===== src/design/flowMux_macros.svh =====
// Global sizing shared by all modules; FLOW_ID_WIDTH must be at least 1 and cover FLOW_COUNT
`ifndef FLOW_MUX_MACROS_SVH
`define FLOW_MUX_MACROS_SVH

// ------------------------------
// Subsystem sizing
// ------------------------------

// Number of independent producer flows
`define FLOW_COUNT 4

// Payload width of one beat in bits
`define DATA_WIDTH 16

// Width of the flow number tag on the pop side
// Keep at least 1 even when only one flow exists
`define FLOW_ID_WIDTH 2

`endif


===== src/design/arbCtrlPkg.sv =====
// Control types only; flowVec_t width follows FLOW_COUNT from flowMux_macros.svh
`include "flowMux_macros.svh"

package arbCtrlPkg;

  // ------------------------------
  // Per-flow vectors
  // ------------------------------

  // One bit per flow, used for requests, grants and readies
  typedef logic [`FLOW_COUNT-1:0] flowVec_t;

  // Pairwise recency matrix of the LRU arbiter
  // Row i, column j set means flow i was used less recently than flow j
  typedef logic [`FLOW_COUNT-1:0][`FLOW_COUNT-1:0] recencyMatrix_t;

  // ------------------------------
  // Skid buffer fill state
  // ------------------------------

  // Number of beats held in a two-entry ingress buffer
  typedef enum logic [1:0] {
    slotEmpty = 2'd0,
    slotOne   = 2'd1,
    slotTwo   = 2'd2
  } slotState_t;

  // Reset order of the arbiter, lower flow numbers are older
  function automatic recencyMatrix_t resetRecency();
    recencyMatrix_t m;
    m = '0;
    for (int i = 0; i < `FLOW_COUNT; i++) begin
      for (int j = i + 1; j < `FLOW_COUNT; j++) begin
        m[i][j] = 1'b1;
      end
    end
    return m;
  endfunction

endpackage


===== src/design/flowDataPkg.sv =====
// Datapath types only; sizes follow flowMux_macros.svh and change with it
`include "flowMux_macros.svh"

package flowDataPkg;

  // ------------------------------
  // Beat types
  // ------------------------------

  // One payload beat as pushed by a producer
  typedef logic [`DATA_WIDTH-1:0] flowBeat_t;

  // Flow number carried with each popped beat
  typedef logic [`FLOW_ID_WIDTH-1:0] flowId_t;

  // Tagged beat held in the output register
  // Source flow sits in the upper bits, payload below
  typedef struct packed {
    flowId_t   flowId;
    flowBeat_t data;
  } popBeat_t;

  // ------------------------------
  // Helpers
  // ------------------------------

  // Build a tagged beat from payload and flow number
  function automatic popBeat_t makePopBeat(flowBeat_t data, flowId_t flowId);
    popBeat_t beat;
    beat.flowId = flowId;
    beat.data   = data;
    return beat;
  endfunction

endpackage


===== src/design/flowIngress.sv =====
// headTaken must only pulse while request is high; pushReady is registered and drops at two beats
`timescale 1ns/1ps
`include "flowMux_macros.svh"

module flowIngress (
  input  logic                  clk,
  input  logic                  reset,
  input  logic                  pushValid,
  output logic                  pushReady,
  input  flowDataPkg::flowBeat_t pushData,
  input  logic                  headTaken,
  output logic                  request,
  output flowDataPkg::flowBeat_t headBeat
);

  import flowDataPkg::*;
  import arbCtrlPkg::*;

  // ------------------------------
  // Storage and fill state
  // ------------------------------

  slotState_t state;
  slotState_t stateNext;
  // Head beat seen by the arbiter
  flowBeat_t  slotZero;
  // Skid entry that fills while the head stalls
  flowBeat_t  slotSkid;
  logic       pushFire;

  assign pushFire = pushValid & pushReady;

  // Head beat and request always come from slot zero
  assign request  = (state != slotEmpty);
  assign headBeat = slotZero;

  // Next fill level from push and take in this cycle
  always_comb begin
    stateNext = state;
    case (state)
      slotEmpty: if (pushFire) stateNext = slotOne;
      slotOne: begin
        if (pushFire && !headTaken) stateNext = slotTwo;
        else if (!pushFire && headTaken) stateNext = slotEmpty;
      end
      // Ready is low here, so only a take can happen
      slotTwo: if (headTaken) stateNext = slotOne;
      default: stateNext = slotEmpty;
    endcase
  end

  // Fill state and a ready registered from the next fill level
  always_ff @(posedge clk) begin
    if (reset) begin
      state     <= slotEmpty;
      pushReady <= 1'b1;
    end else begin
      state     <= stateNext;
      pushReady <= (stateNext != slotTwo);
    end
  end

  // Payload slots
  always_ff @(posedge clk) begin
    if (state == slotTwo) begin
      // Skid entry moves up when the head leaves
      if (headTaken) slotZero <= slotSkid;
    end else if (pushFire) begin
      // New beat becomes the head when the buffer is empty or the head leaves
      if (state == slotEmpty || headTaken) slotZero <= pushData;
      else slotSkid <= pushData;
    end
  end

endmodule


===== src/design/flowMuxCore.sv =====
// Output register holds popBeat until popReady; headTaken and grantAccepted pulse only on a load
`timescale 1ns/1ps
`include "flowMux_macros.svh"

module flowMuxCore (
  input  logic                                      clk,
  input  logic                                      reset,
  input  arbCtrlPkg::flowVec_t                      grant,
  input  flowDataPkg::flowBeat_t [`FLOW_COUNT-1:0]  headBeat,
  output arbCtrlPkg::flowVec_t                      headTaken,
  output logic                                      grantAccepted,
  input  logic                                      popReady,
  output logic                                      popValid,
  output flowDataPkg::popBeat_t                     popBeat
);

  import flowDataPkg::*;
  import arbCtrlPkg::*;

  // ------------------------------
  // Grant-driven mux
  // ------------------------------

  flowBeat_t muxData;
  flowId_t   muxId;
  logic      anyGrant;
  logic      regFree;
  logic      loadEn;

  // AND-OR mux, grant is one-hot or zero
  always_comb begin
    muxData = '0;
    muxId   = '0;
    for (int i = 0; i < `FLOW_COUNT; i++) begin
      if (grant[i]) begin
        muxData = muxData | headBeat[i];
        muxId   = muxId | `FLOW_ID_WIDTH'(i);
      end
    end
  end

  assign anyGrant = |grant;

  // ------------------------------
  // Load control
  // ------------------------------

  // Register has room when empty or drained by this cycle's pop
  assign regFree = !popValid || popReady;
  assign loadEn  = regFree && anyGrant;

  // Strobes only on a load, so a stalled pop freezes everything
  assign grantAccepted = loadEn;
  assign headTaken     = loadEn ? grant : '0;

  // ------------------------------
  // Stable output register
  // ------------------------------

  always_ff @(posedge clk) begin
    if (reset) begin
      popValid <= 1'b0;
    end else if (loadEn) begin
      popValid <= 1'b1;
    end else if (popReady) begin
      popValid <= 1'b0;
    end
  end

  // Payload holds while popValid is high and popReady is low
  always_ff @(posedge clk) begin
    if (loadEn) begin
      popBeat <= makePopBeat(muxData, muxId);
    end
  end

endmodule


===== src/design/flowMuxLruStable.sv =====
// Top level; sizing only through flowMux_macros.svh, push-to-pop latency is at least 2 edges
`timescale 1ns/1ps
`include "flowMux_macros.svh"

module flowMuxLruStable (
  input  logic                                      clk,
  input  logic                                      reset,
  input  arbCtrlPkg::flowVec_t                      pushValid,
  output arbCtrlPkg::flowVec_t                      pushReady,
  input  flowDataPkg::flowBeat_t [`FLOW_COUNT-1:0]  pushData,
  output logic                                      popValid,
  input  logic                                      popReady,
  output flowDataPkg::popBeat_t                     popBeat
);

  import flowDataPkg::*;
  import arbCtrlPkg::*;

  // ------------------------------
  // Internal links
  // ------------------------------

  flowVec_t                      request;
  flowVec_t                      grant;
  flowVec_t                      headTaken;
  flowBeat_t [`FLOW_COUNT-1:0]   headBeat;
  logic                          grantAccepted;

  // One skid buffer per producer
  for (genvar i = 0; i < `FLOW_COUNT; i++) begin : g_ingress
    flowIngress i_ingress (
      .clk       (clk),
      .reset     (reset),
      .pushValid (pushValid[i]),
      .pushReady (pushReady[i]),
      .pushData  (pushData[i]),
      .headTaken (headTaken[i]),
      .request   (request[i]),
      .headBeat  (headBeat[i])
    );
  end

  // Picks the least recently loaded waiting flow
  lruArbiter i_arbiter (
    .clk           (clk),
    .reset         (reset),
    .request       (request),
    .grant         (grant),
    .grantAccepted (grantAccepted)
  );

  // Mux plus stable output register
  flowMuxCore i_core (
    .clk           (clk),
    .reset         (reset),
    .grant         (grant),
    .headBeat      (headBeat),
    .headTaken     (headTaken),
    .grantAccepted (grantAccepted),
    .popReady      (popReady),
    .popValid      (popValid),
    .popBeat       (popBeat)
  );

endmodule


===== src/design/lruArbiter.sv =====
// Grant is combinational from request; priority only moves on grantAccepted, reset order is 0,1,2,3
`timescale 1ns/1ps
`include "flowMux_macros.svh"

module lruArbiter (
  input  logic                clk,
  input  logic                reset,
  input  arbCtrlPkg::flowVec_t request,
  output arbCtrlPkg::flowVec_t grant,
  input  logic                grantAccepted
);

  import arbCtrlPkg::*;

  // ------------------------------
  // Recency state
  // ------------------------------

  // older[i][j] set: flow i used less recently than flow j
  // Matrix is kept antisymmetric, diagonal stays clear
  recencyMatrix_t older;

  // blocked[i] set when some other active requester is older than flow i
  flowVec_t blocked;

  // ------------------------------
  // Grant
  // ------------------------------

  always_comb begin
    blocked = '0;
    for (int i = 0; i < `FLOW_COUNT; i++) begin
      for (int j = 0; j < `FLOW_COUNT; j++) begin
        if (j != i && request[j] && older[j][i]) begin
          blocked[i] = 1'b1;
        end
      end
    end
  end

  // Exactly one active requester is older than all others,
  // so at most one bit survives
  assign grant = request & ~blocked;

  // ------------------------------
  // Recency update
  // ------------------------------

  // Granted flow becomes most recent: its row clears, its column sets
  always_ff @(posedge clk) begin
    if (reset) begin
      older <= resetRecency();
    end else if (grantAccepted) begin
      for (int i = 0; i < `FLOW_COUNT; i++) begin
        for (int j = 0; j < `FLOW_COUNT; j++) begin
          if (i != j) begin
            if (grant[i]) begin
              older[i][j] <= 1'b0;
            end else if (grant[j]) begin
              older[i][j] <= 1'b1;
            end
          end
        end
      end
    end
  end

endmodule


===== config.mk =====
export PLATFORM = sky130hd
export DESIGN_NAME = flowMuxLruStable
export DESIGN_NICKNAME = d
export VERILOG_FILES = /design/src/design/arbCtrlPkg.sv /design/src/design/flowDataPkg.sv /design/src/design/flowIngress.sv /design/src/design/flowMuxCore.sv /design/src/design/flowMuxLruStable.sv /design/src/design/lruArbiter.sv
export VERILOG_INCLUDE_DIRS = /design/src /design/src/design
export SDC_FILE = /design/constraint.sdc
export NUM_CORES = 1
export LEC_CHECK = 0
export BUFFER_PORTS_ARGS = -buffer_cell sky130_fd_sc_hd__buf_2
export CORE_UTILIZATION = 30
export CTS_CLUSTER_DIAMETER = 40
export DETAILED_ROUTE_END_ITERATION = 12
export GPL_ROUTABILITY_DRIVEN = 0
export PLACE_DENSITY = 0.5
export SYNTH_ARGS = -nofsm -noshare
export SYNTH_HDL_FRONTEND = slang
export SYNTH_SLANG_ARGS = --single-unit

===== constraint.sdc =====
create_clock -name clk -period 6 [get_ports clk]
set_input_delay 1.8 -clock clk [delete_from_list [all_inputs] [get_ports clk]]
set_output_delay 1.8 -clock clk [all_outputs]
set_load 0.005 [all_outputs]

==> results.json <==
{
  "status": "finished, violations left",
  "violations": "design-rule violations",
  "drtPass1Iterations": 9,
  "skew_ns": 0.00832,
  "crit_required_ns": 6.11,
  "wirelength_um": 14800,
  "postCtsSetupBuffers": 0,
  "yosysWarningCount": 0,
  "grt_pass1_vias": 3936,
  "maxSlewViolCount": 0,
  "viasPerCell": 4.79,
  "synth_top_cell_area_share_pct": 64.9,
  "synth-seq-cells": 171,
  "htree_levels": 4,
  "regToRegSetupSlack_ns": 3.01,
  "power_mw": 3.53,
  "synth_area_per_cell_sq_um": 15.6,
  "worstSetupPathType": "in -> reg",
  "die-area_sq_um": 23100,
  "crit_chain": "buf_2, inv_1, nand2_1, and2_1, nor2_1, buf_4",
  "ir_drop_v": 0.000218,
  "multi_input_area_sq_um": 1690,
  "layout_common_cells": "edfxtp_1, buf_2, mux2_2",
  "cts_root_buf": "clkbuf_16",
  "core_sq_um": 22000,
  "clkLatencyLatePin_ns": 0.42,
  "rsz0062_at_grt": "no",
  "yosys-top-cells-area": "edfxtp_1, mux2_2, dfxtp_1",
  "initial_utilization_pct": 30.8,
  "drc": 32,
  "setup.worst_path.end": "g_ingress[1].i_ingress.slotSkid[13]$_DFFE_PP_",
  "maxCapViolations": 0,
  "critPathLaunch": "popReady",
  "period_share_pct": 56.7,
  "cts_buffers": 17,
  "holdBufCountCts": 0,
  "drtIter0Drc": 341,
  "r2r-end": "i_core.popBeat[9]$_DFFE_PN_",
  "cts_tree": "done",
  "rr_startpoint": "g_ingress[0].i_ingress.state[0]$_SDFF_PP0_",
  "dr_total_vias": 3907,
  "die_w_um": 152,
  "cp-start-kind": "input pin",
  "syn_area_sq_um": 6750,
  "hold_ws_ns": 0.464,
  "clock_path_buffers": 2,
  "antenna_found_initial": 0,
  "final-seq-area_sq_um": 4880,
  "hpwl_um": 10400,
  "layout_commonest_cell": "edfxtp_1",
  "timing.slew.headroom_pct": 27.8,
  "cpPeakStageDelay_ns": 0.57,
  "syn_inst": 433,
  "cp_max_fo": 30,
  "setup_violations": 0,
  "rows": 54,
  "ys_async_sr_fraction_pct": 0,
  "syn_nets": 504,
  "io_pins": 94,
  "nets": 592,
  "wl_per_cell_um": 18.1,
  "ctsResizeCount": 0,
  "hold_path.class": "reg -> reg",
  "p_per_area_nw_per_um2": 436,
  "clk_pin_slew_ns": 0.06,
  "final_cells": 815,
  "dp_cells": 782,
  "fin_util_pct": 36.9,
  "grt_max_degree": 31,
  "fin_setup_tns_ns": 0,
  "end_kind": "register",
  "hold_viol": 0,
  "period_needed_ns": 3.40,
  "overflow": 0,
  "synth_edf_count": 146,
  "synth.distinct_cells": 37,
  "fill_cells": 2034,
  "ys.flop_type": "edfxtp_1",
  "cpMaxStageDelayCell": "nand2_1",
  "drt.antenna.violating_nets": 0,
  "die_h_um": 152,
  "grt_usage_pct": 13.2,
  "areaGrowthSynthToFinish_pct": 20.0,
  "worstMarginPinSlew_ns": 1.08,
  "max_clock_freq_mhz": 294,
  "r2r_cells": 4,
  "port_buffers": 93,
  "grt_pass1_wl_um": 22800,
  "arrival_ns": 3.51,
  "synth_area_leader_cell": "edfxtp_1",
  "synth_seq_area_share_pct": 72.3,
  "p_leak_nw": 2.92,
  "cts.sinks": 171,
  "drive_gt1_share_pct": 38.4
}
registers in the layout (all words and copies together) (netlist names):
name and count:
g_ingress.i_ingress.slotSkid 64, g_ingress.i_ingress.pushReady 4, i_arbiter.older 12, i_core.popValid 1, g_ingress.i_ingress.headBeat 64, g_ingress.i_ingress.state 8, i_core.popBeat 18
logic make-up (layout without fill, tap and decap cells):
| logic type | Yosys count | after routing | share of synthesized area [%] |
|---|---|---|---|
| multiplexers | 64 | 64 | 10.7 |
| AND/OR/NAND/NOR | 72 | 72 | 5.43 |
| other | 0 | 1 | 0 |
| buffers and inverters | 36 | 137 | 2.84 |
| AO/OA/AOI/OAI | 90 | 90 | 8.73 |
| flip-flops | 171 | 171 | 72.3 |
layer usage:
metal / part of all wire, % / track usage [%] / up-vias
met5: 0 / 0 / -
met4: 2.3 / 6.27 / 0
met3: 4.1 / 2.94 / 21
met2: 47 / 21.3 / 100
met1: 46 / 16.9 / 1943
li1: - / - / 1843
stage by stage:
stage	setup slack (ns)	area (sq um)
floorplan	1.86	6750
global placement	2.28	7470
detailed placement	2.19	7470
CTS	2.64	8100
global route	2.47	8100
finish	2.60	8100
critical path: cells and delay by family:
family | cells | cell delay, ns
and+or+nand+nor | 3 | 1.26
buffers and inverters | 3 | 0.45
cells in the mapped netlist, types with 3 or more instances:
cell / number
buf_4: 5
nand3b_1: 4
dfxtp_1: 25
buf_2: 22
a22oi_1: 32
o21a_1: 7
clkbuf_1: 3
o21ai_1: 3
a21o_1: 4
and4b_1: 3
o21bai_1: 6
nor3_1: 5
nand3_1: 7
o21ai_0: 15
nand2_1: 25
edfxtp_1: 146
a31oi_1: 8
mux2_2: 64
a21oi_1: 13
or2_2: 3
nor2_1: 12
nor2b_1: 3
layout make-up:
type	count	area share, %
Antenna cell	1	0.0309
Inverter	1	0.0463
Sequential cell	171	60.3
Tap cell	280	4.32
Clock inverter	14	2.44
Timing Repair Buffer	104	6.76
Clock buffer	18	5.30
Multi-Input combinational cell	226	20.8
how the worst min path moves through the flow:
stage / depth (start not counted) / end / start / slack [ns]
after floorplan: 1 / i_arbiter.older[12]$_SDFFE_PP0P_ / i_arbiter.older[12]$_SDFFE_PP0P_ / 0.43
after global placement: 1 / i_arbiter.older[13]$_SDFFE_PP0P_ / i_arbiter.older[13]$_SDFFE_PP0P_ / 0.44
final: 1 / i_arbiter.older[8]$_SDFFE_PP0P_ / i_arbiter.older[8]$_SDFFE_PP0P_ / 0.46
after CTS: 1 / i_arbiter.older[12]$_SDFFE_PP0P_ / i_arbiter.older[12]$_SDFFE_PP0P_ / 0.47
after detailed placement: 1 / i_arbiter.older[12]$_SDFFE_PP0P_ / i_arbiter.older[12]$_SDFFE_PP0P_ / 0.45
after global routing: 1 / i_arbiter.older[8]$_SDFFE_PP0P_ / i_arbiter.older[8]$_SDFFE_PP0P_ / 0.47
power by group:
group	internal [mW]	total (mW)	switching, mW	leakage [nW]
Combinational	0.242	0.648	0.407	1.04
Sequential	1.62	1.73	0.105	1.59
Clock	0.699	1.15	0.456	0.300
Total	2.56	3.53	0.967	2.92
Note: power is estimated with default switching activity, not from simulation.
